--- src/rtl/div_pkg.sv ---
`default_nettype none

package div_pkg;

   // operand and result width
   localparam int xlen = 64;
   localparam int lg_xlen = 6;

   // remainder and divisor registers hold two operand widths
   localparam int dxlen = 2 * xlen;

   // tags carried through with each operation
   localparam int lg_rob_entries = 6;
   localparam int lg_prf_entries = 7;

   typedef enum logic [2:0]
   {
      idle        = 3'd0,
      skip        = 3'd1,
      iterate     = 3'd2,
      pack        = 3'd3,
      cached_pack = 3'd4,
      wait_wb     = 3'd5
   } div_state_t;

endpackage

`default_nettype wire

--- src/rtl/count_leading_zeros.sv ---
`timescale 1ns/1ps
`default_nettype none

module count_leading_zeros
   #(
   parameter int lg_n = 7
   )
   (
   input  logic [(1 << lg_n)-1:0] in,
   output logic [lg_n:0]          y
   );

   localparam int n = 1 << lg_n;

   logic found;

   // scan from the top bit down and stop at the first one
   always_comb
   begin
      y = (lg_n + 1)'(n);
      found = 1'b0;
      for (int i = n - 1; i >= 0; i--)
      begin
         if (!found && in[i])
         begin
            y = (lg_n + 1)'(n - 1 - i);
            found = 1'b1;
         end
      end
   end

endmodule

`default_nettype wire

--- src/rtl/div_result_cache.sv ---
`timescale 1ns/1ps
`default_nettype none

module div_result_cache
   (
   input  logic                     clk,
   input  logic                     reset,
   input  logic [div_pkg::xlen-1:0] mag_a,
   input  logic [div_pkg::xlen-1:0] mag_b,
   input  logic                     op_signed,
   input  logic                     record,
   input  logic [div_pkg::xlen-1:0] quot_raw,
   input  logic [div_pkg::xlen-1:0] rem_raw,
   output logic                     cache_hit,
   output logic [div_pkg::xlen-1:0] cached_quot,
   output logic [div_pkg::xlen-1:0] cached_rem
   );

   import div_pkg::*;

   logic            r_valid;
   logic [xlen-1:0] r_key_a;
   logic [xlen-1:0] r_key_b;
   logic            r_key_signed;
   logic [xlen-1:0] r_quot;
   logic [xlen-1:0] r_rem;

   // entry becomes valid on the first recorded result
   always_ff @(posedge clk)
   begin
      if (reset)
      begin
         r_valid <= 1'b0;
      end
      else if (record)
      begin
         r_valid <= 1'b1;
      end
   end

   // keys are the magnitudes plus signedness
   always_ff @(posedge clk)
   begin
      if (record)
      begin
         r_key_a <= mag_a;
         r_key_b <= mag_b;
         r_key_signed <= op_signed;
         r_quot <= quot_raw;
         r_rem <= rem_raw;
      end
   end

   assign cache_hit = r_valid
                      & (r_key_a == mag_a)
                      & (r_key_b == mag_b)
                      & (r_key_signed == op_signed);

   // unsigned results, signs are applied again downstream
   assign cached_quot = r_quot;
   assign cached_rem = r_rem;

endmodule

`default_nettype wire

--- src/rtl/div_result_fixup.sv ---
`timescale 1ns/1ps
`default_nettype none

module div_result_fixup
   (
   input  logic [div_pkg::xlen-1:0] fix_quot,
   input  logic [div_pkg::xlen-1:0] fix_rem,
   input  logic                     neg_quot,
   input  logic                     neg_rem,
   input  logic                     sel_rem,
   input  logic                     word_op,
   output logic [div_pkg::xlen-1:0] fixed_result
   );

   import div_pkg::*;

   logic [xlen-1:0] quot_signed;
   logic [xlen-1:0] rem_signed;
   logic [xlen-1:0] picked;

   // quotient sign from the operand signs, remainder sign from the dividend
   assign quot_signed = neg_quot ? (~fix_quot + xlen'(1)) : fix_quot;
   assign rem_signed = neg_rem ? (~fix_rem + xlen'(1)) : fix_rem;

   assign picked = sel_rem ? rem_signed : quot_signed;

   // word ops keep only the low half, sign-extended
   always_comb
   begin
      if (word_op)
      begin
         fixed_result = {{(xlen - 32){picked[31]}}, picked[31:0]};
      end
      else
      begin
         fixed_result = picked;
      end
   end

endmodule

`default_nettype wire

--- src/rtl/div_sequencer.sv ---
`timescale 1ns/1ps
`default_nettype none

module div_sequencer
   (
   input  logic                               clk,
   input  logic                               reset,
   input  logic                               flush,
   input  logic                               wb_slot_used,
   input  logic                               start,
   input  logic [div_pkg::xlen-1:0]           dividend,
   input  logic [div_pkg::xlen-1:0]           divisor,
   input  logic                               is_signed,
   input  logic                               is_rem,
   input  logic                               is_w,
   input  logic [div_pkg::lg_rob_entries-1:0] rob_ptr_in,
   input  logic [div_pkg::lg_prf_entries-1:0] prf_ptr_in,
   output logic [div_pkg::xlen-1:0]           result,
   output logic [div_pkg::lg_rob_entries-1:0] rob_ptr_out,
   output logic [div_pkg::lg_prf_entries-1:0] prf_ptr_out,
   output logic                               ready,
   output logic                               complete,
   output logic [div_pkg::dxlen-1:0]          rem_shifted,
   output logic [div_pkg::dxlen-1:0]          divisor_wide,
   input  logic [div_pkg::lg_xlen+1:0]        clz_rem,
   input  logic [div_pkg::lg_xlen+1:0]        clz_div,
   output logic [div_pkg::xlen-1:0]           mag_a,
   output logic [div_pkg::xlen-1:0]           mag_b,
   output logic                               op_signed,
   output logic                               record,
   output logic [div_pkg::xlen-1:0]           quot_raw,
   output logic [div_pkg::xlen-1:0]           rem_raw,
   input  logic                               cache_hit,
   input  logic [div_pkg::xlen-1:0]           cached_quot,
   input  logic [div_pkg::xlen-1:0]           cached_rem,
   output logic [div_pkg::xlen-1:0]           fix_quot,
   output logic [div_pkg::xlen-1:0]           fix_rem,
   output logic                               neg_quot,
   output logic                               neg_rem,
   output logic                               sel_rem,
   output logic                               word_op,
   input  logic [div_pkg::xlen-1:0]           fixed_result
   );

   import div_pkg::*;

   div_state_t r_state;
   div_state_t n_state;

   logic                      r_signed;
   logic                      r_neg_quot;
   logic                      r_neg_rem;
   logic                      r_is_rem;
   logic                      r_is_w;
   logic [lg_rob_entries-1:0] r_rob_ptr;
   logic [lg_prf_entries-1:0] r_prf_ptr;
   logic [xlen-1:0]           r_a;
   logic [xlen-1:0]           r_b;
   logic [dxlen-1:0]          r_rem;
   logic [dxlen-1:0]          r_div;
   logic [xlen-1:0]           r_quot;
   logic [lg_xlen+1:0]        r_idx;
   logic [xlen-1:0]           r_result;

   logic [xlen-1:0]    a_mag;
   logic [xlen-1:0]    b_mag;
   logic [lg_xlen+1:0] clz_delta;
   logic [lg_xlen+1:0] idx_skipped;
   logic               skip_ok;
   logic               q_bit;
   logic [dxlen-1:0]   rem_next;

   // magnitudes of signed operands
   assign a_mag = (is_signed & dividend[xlen-1]) ? (~dividend + xlen'(1)) : dividend;
   assign b_mag = (is_signed & divisor[xlen-1]) ? (~divisor + xlen'(1)) : divisor;

   assign rem_shifted = {r_rem[dxlen-2:0], 1'b0};
   assign divisor_wide = r_div;

   // high zero bits of the dividend give known zero quotient bits
   assign clz_delta = clz_rem - clz_div;
   assign skip_ok = clz_delta <= (lg_xlen + 2)'(xlen);
   assign idx_skipped = r_idx - clz_delta;

   // one restoring step
   assign q_bit = rem_shifted >= r_div;
   assign rem_next = q_bit ? (rem_shifted - r_div) : rem_shifted;

   always_comb
   begin
      n_state = r_state;
      case (r_state)
         idle:
         begin
            if (start)
            begin
               n_state = skip;
            end
         end
         skip:
         begin
            // index below zero means every quotient bit was skipped
            n_state = (skip_ok && idx_skipped[lg_xlen+1]) ? pack : iterate;
         end
         iterate:
         begin
            if (cache_hit || flush)
            begin
               n_state = cached_pack;
            end
            else if (r_idx == '0)
            begin
               n_state = pack;
            end
         end
         pack, cached_pack:
         begin
            n_state = wait_wb;
         end
         wait_wb:
         begin
            if (!wb_slot_used)
            begin
               n_state = idle;
            end
         end
         default:
         begin
            n_state = idle;
         end
      endcase
   end

   always_ff @(posedge clk)
   begin
      if (reset)
      begin
         r_state <= idle;
      end
      else
      begin
         r_state <= n_state;
      end
   end

   always_ff @(posedge clk)
   begin
      case (r_state)
         idle:
         begin
            if (start)
            begin
               r_a <= a_mag;
               r_b <= b_mag;
               r_rem <= {{xlen{1'b0}}, a_mag};
               r_div <= {b_mag, {xlen{1'b0}}};
               r_quot <= '0;
               r_idx <= (lg_xlen + 2)'(xlen - 1);
               r_signed <= is_signed;
               r_neg_quot <= is_signed & (dividend[xlen-1] ^ divisor[xlen-1]);
               r_neg_rem <= is_signed & dividend[xlen-1];
               r_is_rem <= is_rem;
               r_is_w <= is_w;
               r_rob_ptr <= rob_ptr_in;
               r_prf_ptr <= prf_ptr_in;
            end
         end
         skip:
         begin
            if (skip_ok)
            begin
               r_rem <= r_rem << clz_delta;
               r_idx <= idx_skipped;
            end
         end
         iterate:
         begin
            r_rem <= rem_next;
            r_quot[r_idx[lg_xlen-1:0]] <= q_bit;
            r_idx <= r_idx - (lg_xlen + 2)'(1);
         end
         pack, cached_pack:
         begin
            r_result <= fixed_result;
         end
         default:
         begin
         end
      endcase
   end

   // cache side
   assign mag_a = r_a;
   assign mag_b = r_b;
   assign op_signed = r_signed;
   assign record = r_state == pack;
   assign quot_raw = r_quot;
   assign rem_raw = r_rem[dxlen-1:xlen];

   // fixup takes cached values on the early-out path
   assign fix_quot = (r_state == cached_pack) ? cached_quot : r_quot;
   assign fix_rem = (r_state == cached_pack) ? cached_rem : r_rem[dxlen-1:xlen];
   assign neg_quot = r_neg_quot;
   assign neg_rem = r_neg_rem;
   assign sel_rem = r_is_rem;
   assign word_op = r_is_w;

   assign ready = (r_state == idle) & !start;
   assign complete = (r_state == wait_wb) & !wb_slot_used;
   assign result = r_result;
   assign rob_ptr_out = r_rob_ptr;
   assign prf_ptr_out = r_prf_ptr;

endmodule

`default_nettype wire

--- src/rtl/int_divider_unit.sv ---
`timescale 1ns/1ps
`default_nettype none

module int_divider_unit
   (
   input  logic                               clk,
   input  logic                               reset,
   input  logic                               flush,
   input  logic                               wb_slot_used,
   input  logic                               start,
   input  logic                               is_signed,
   input  logic                               is_rem,
   input  logic                               is_w,
   input  logic [div_pkg::xlen-1:0]           dividend,
   input  logic [div_pkg::xlen-1:0]           divisor,
   input  logic [div_pkg::lg_rob_entries-1:0] rob_ptr_in,
   input  logic [div_pkg::lg_prf_entries-1:0] prf_ptr_in,
   output logic [div_pkg::xlen-1:0]           result,
   output logic [div_pkg::lg_rob_entries-1:0] rob_ptr_out,
   output logic [div_pkg::lg_prf_entries-1:0] prf_ptr_out,
   output logic                               ready,
   output logic                               complete
   );

   import div_pkg::*;

   logic [dxlen-1:0]   rem_shifted;
   logic [dxlen-1:0]   divisor_wide;
   logic [lg_xlen+1:0] clz_rem;
   logic [lg_xlen+1:0] clz_div;
   logic [xlen-1:0]    mag_a;
   logic [xlen-1:0]    mag_b;
   logic               op_signed;
   logic               record;
   logic [xlen-1:0]    quot_raw;
   logic [xlen-1:0]    rem_raw;
   logic               cache_hit;
   logic [xlen-1:0]    cached_quot;
   logic [xlen-1:0]    cached_rem;
   logic [xlen-1:0]    fix_quot;
   logic [xlen-1:0]    fix_rem;
   logic               neg_quot;
   logic               neg_rem;
   logic               sel_rem;
   logic               word_op;
   logic [xlen-1:0]    fixed_result;

   div_sequencer u_sequencer
      (
      .clk          (clk),
      .reset        (reset),
      .flush        (flush),
      .wb_slot_used (wb_slot_used),
      .start        (start),
      .dividend     (dividend),
      .divisor      (divisor),
      .is_signed    (is_signed),
      .is_rem       (is_rem),
      .is_w         (is_w),
      .rob_ptr_in   (rob_ptr_in),
      .prf_ptr_in   (prf_ptr_in),
      .result       (result),
      .rob_ptr_out  (rob_ptr_out),
      .prf_ptr_out  (prf_ptr_out),
      .ready        (ready),
      .complete     (complete),
      .rem_shifted  (rem_shifted),
      .divisor_wide (divisor_wide),
      .clz_rem      (clz_rem),
      .clz_div      (clz_div),
      .mag_a        (mag_a),
      .mag_b        (mag_b),
      .op_signed    (op_signed),
      .record       (record),
      .quot_raw     (quot_raw),
      .rem_raw      (rem_raw),
      .cache_hit    (cache_hit),
      .cached_quot  (cached_quot),
      .cached_rem   (cached_rem),
      .fix_quot     (fix_quot),
      .fix_rem      (fix_rem),
      .neg_quot     (neg_quot),
      .neg_rem      (neg_rem),
      .sel_rem      (sel_rem),
      .word_op      (word_op),
      .fixed_result (fixed_result)
      );

   // leading zeros of the shifted remainder and of the aligned divisor
   count_leading_zeros #(.lg_n(lg_xlen + 1)) u_clz_rem
      (
      .in (rem_shifted),
      .y  (clz_rem)
      );

   count_leading_zeros #(.lg_n(lg_xlen + 1)) u_clz_div
      (
      .in (divisor_wide),
      .y  (clz_div)
      );

   div_result_cache u_cache
      (
      .clk         (clk),
      .reset       (reset),
      .mag_a       (mag_a),
      .mag_b       (mag_b),
      .op_signed   (op_signed),
      .record      (record),
      .quot_raw    (quot_raw),
      .rem_raw     (rem_raw),
      .cache_hit   (cache_hit),
      .cached_quot (cached_quot),
      .cached_rem  (cached_rem)
      );

   div_result_fixup u_fixup
      (
      .fix_quot     (fix_quot),
      .fix_rem      (fix_rem),
      .neg_quot     (neg_quot),
      .neg_rem      (neg_rem),
      .sel_rem      (sel_rem),
      .word_op      (word_op),
      .fixed_result (fixed_result)
      );

endmodule

`default_nettype wire

--- config.mk ---
export PLATFORM = sky130hd
export DESIGN_NAME = int_divider_unit
export DESIGN_NICKNAME = d
export VERILOG_FILES = /design/src/rtl/div_pkg.sv /design/src/rtl/count_leading_zeros.sv /design/src/rtl/div_result_cache.sv /design/src/rtl/div_result_fixup.sv /design/src/rtl/div_sequencer.sv /design/src/rtl/int_divider_unit.sv
export SDC_FILE = /design/constraint.sdc
export NUM_CORES = 2
export LEC_CHECK = 0
export CAP_MARGIN = 0
export CORE_ASPECT_RATIO = 1.25
export CORE_MARGIN = 2
export CORE_UTILIZATION = 23
export CTS_CLUSTER_SIZE = 40
export DETAILED_ROUTE_END_ITERATION = 8
export DONT_BUFFER_PORTS = 1
export PLACE_DENSITY = 0.46
export SLEW_MARGIN = 20
export SYNTH_ARGS = -nofsm -noshare
export SYNTH_HDL_FRONTEND = slang
export SYNTH_SLANG_ARGS = --single-unit
--- constraint.sdc ---
create_clock -name clk -period 26.1 [get_ports clk]
set_input_delay 3.915 -clock clk [delete_from_list [all_inputs] [get_ports clk]]
set_output_delay 3.915 -clock clk [all_outputs]
set_load 0.01 [all_outputs]
==> flow_metrics.env <==
export IMPL_critPathCaptureType="flip-flop"
export IMPL_gp_congestion=1.033
export IMPL_ys_seq_area_frac=0.4107
export IMPL_post_cts_buffers=0
export IMPL_drt_pre_antenna_iters=6
export IMPL_arrival_ns=10.57
export IMPL_synthToLayoutAreaGrowth_pct=13.10
export IMPL_syn_inst=5219
export IMPL_crit_path_max_fanout=45
export IMPL_ys_flop_type="edfxtp_1"
export IMPL_port_buffers=0
export IMPL_fmax_ghz=0.09824
export IMPL_fillers=22620
export IMPL_dieArea_mm2=0.2166
export IMPL_cts_tree="done"
export IMPL_hold_violations=0
export IMPL_ant_nets=0
export IMPL_die_w_um=416.7
export IMPL_finalCriticalPeriod_ns=10.18
export IMPL_grt_pass1_wl_um=337400
export IMPL_cts_root_buf="clkbuf_16"
export IMPL_drt_iter0_drc=5509
export IMPL_met2_usage=0.3322
export IMPL_overflow=0
export IMPL_wl_per_cell_um=30.69
export IMPL_required_ns=26.49
export IMPL_synth_edf_count=667
export IMPL_ios=228
export IMPL_startpoint_type="flip-flop"
export IMPL_core_area_mm2=0.2119
export IMPL_setup_violations=0
export IMPL_insertion_delay_ns=0.75
export IMPL_wl_um=244300
export IMPL_cts_hold_buf=0
export IMPL_start_util=0.2311
export IMPL_clk_pin_slew_ns=0.07
export IMPL_post_cts_resized=0
export IMPL_period_share=0.3900
export IMPL_grt_use_met1=0.2734
export IMPL_grt_busiest_layer="met2"
export IMPL_drcViolationCount=0
export IMPL_final_common_cell="edfxtp_1"
export IMPL_async_flop_share=0
export IMPL_clockBufferDepth=3
export IMPL_final_cell_mix="edfxtp_1, nand2_1, nor2_1"
export IMPL_synth_area_per_cell_um2=9.382
export IMPL_synthesis_area_mm2=0.04896
export IMPL_synth_seq_cells=671
export IMPL_die_y_um=519.9
export IMPL_cts_sinks=671
export IMPL_critPathKind="reg2reg"
export IMPL_vias=45030
export IMPL_routed_via_density=5.657
export IMPL_grt_usage=0.2174
export IMPL_hpwl_um=185400
export IMPL_cts_buffers=86
export IMPL_skew_ns=0.05078
export IMPL_slew_viol_final=0
export IMPL_grt_pass1_vias=42530
export IMPL_layout_drive_gt1_share=0.09277
export IMPL_fin_setup_tns_ns=0
export IMPL_h_tree_depth=3
export IMPL_hp_class="reg2reg"
export IMPL_rsz0062_at_grt="no"
export IMPL_final_nets=5345
export IMPL_slew_headroom=0.1132
export IMPL_rows=189
export IMPL_grt_antenna_before_repair=18
export IMPL_drv_cap=0
export IMPL_yosys_warnings=0
export IMPL_status="completed"
export IMPL_grtUsageMet3=0.04548
export IMPL_synth_nets=5451
export IMPL_synth_cell_type_count=94
export IMPL_grt_max_degree=145
export IMPL_max_slew_worst_pin_slew_ns=1.314
## worst paths after layout
kind                            cells past startpoint                   from  slack (ns)                      to
worst min register to register                      0  u_sequencer.mag_a[31]        0.45     u_cache.r_key_a[31]
worst max register to register                     20  u_sequencer.mag_b[39]       15.92  u_sequencer.r_rem[100]
worst min-delay path                                0  u_sequencer.mag_a[31]        0.45     u_cache.r_key_a[31]
worst max-delay path                               20  u_sequencer.mag_b[39]       15.92  u_sequencer.r_rem[100]
## metal layers
metal	wire length (µm)	share of wire
met5	7	0.000029
met4	20540	0.084
met3	21080	0.086
met2	106100	0.43
met1	96550	0.40
## cell usage after synthesis (all sizes together) (27+ instances only)
cell / instances / share of area
nor3: 151 / 0.016
and3: 34 / 0.0043
o211ai: 88 / 0.014
o21bai: 27 / 0.0041
nor2: 554 / 0.042
nand2: 608 / 0.047
nand2b: 50 / 0.0064
nand4: 53 / 0.0069
o31ai: 31 / 0.0048
a211oi: 114 / 0.017
nor4: 97 / 0.013
o21ai: 377 / 0.039
o221ai: 46 / 0.0082
nor2b: 32 / 0.0041
buf: 87 / 0.0078
mux4: 115 / 0.053
or3: 40 / 0.0053
edfxtp: 667 / 0.41
xor2: 168 / 0.030
xnor2: 215 / 0.038
o22ai: 50 / 0.0065
a22oi: 57 / 0.0087
mux2i: 227 / 0.046
inv: 168 / 0.013
clkbuf: 243 / 0.019
a21oi: 329 / 0.034
or4: 38 / 0.0060
nand3: 85 / 0.0087
a21o: 48 / 0.0075
ha: 80 / 0.020
## per-stage QoR
| stage | hold WS [ns] | util | area (µm²) | cells | setup slack (ns) |
|---|---|---|---|---|---|
| finish | 0.4466 | 0.2614 | 55380 | 7959 | 15.92 |
| global route | 0.4516 | 0.2613 | 55370 | 7955 | 15.45 |
| CTS | 0.4430 | 0.2611 | 55330 | 7952 | 16.25 |
| detailed placement | 0.4377 | 0.2472 | 52370 | 7792 | 16.29 |
| global placement | 0.4381 | 0.2471 | 52360 | 7792 | 16.37 |
| floorplan | 0.4264 | - | 48960 | 5219 | 4.801 |
## cells by family after synthesis
| kind of cell | Yosys count | synth area share |
|---|---|---|
| buf+inv | 498 | 0.03933 |
| mux | 352 | 0.1016 |
| compound gates | 1383 | 0.1816 |
| fa+ha+maj | 88 | 0.02269 |
| xor+xnor | 384 | 0.06897 |
| simple gates | 1843 | 0.1751 |
| flops | 671 | 0.4107 |
## critical path, stage by stage, from the launching register on
cell and delay, ns:
edfxtp_1 0.44, nor4_1 0.89, nand3_1 0.25, nor4b_1 0.63
nand4_1 0.49, nand2b_1 0.34, nor2_1 0.11, nand2_1 0.10
or4_1 0.57, o21ai_0 0.20, nor4_1 0.21, fa_4 1.09
buf_4 0.57, buf_4 0.74, buf_4 0.77, mux4_2 0.62
nand2_1 0.11, a31o_2 0.17, mux2i_1 0.13, o211ai_1 0.93
o221ai_1 0.32
## state kept, by name, indices dropped and copies added (netlist names), 3 cells and up
signal,flops
u_sequencer.r_state,3
u_sequencer.quot_raw,64
u_cache.cached_rem,64
u_sequencer.r_rem,128
u_cache.cached_quot,64
u_sequencer.result,64
u_sequencer.r_idx,8
u_sequencer.prf_ptr_out,7
u_sequencer.mag_b,64
u_cache.r_key_b,64
u_sequencer.rob_ptr_out,6
u_sequencer.mag_a,64
u_cache.r_key_a,64
## area by class of cell
class	instances	area, µm²	share of cell area
antenna	5	12.51	0.0002259
multi-input combinational	4050	27120	0.4897
sequential	671	20110	0.3631
timing repair buffer	136	1079	0.01948
clock buffer	93	2178	0.03933
tap	2769	3465	0.06256
clock inverter	67	783.3	0.01414
inverter	168	633.1	0.01143
Power is not shown: default switching activity piles up to over one toggle a cycle in this logic, so the estimate is an artifact.
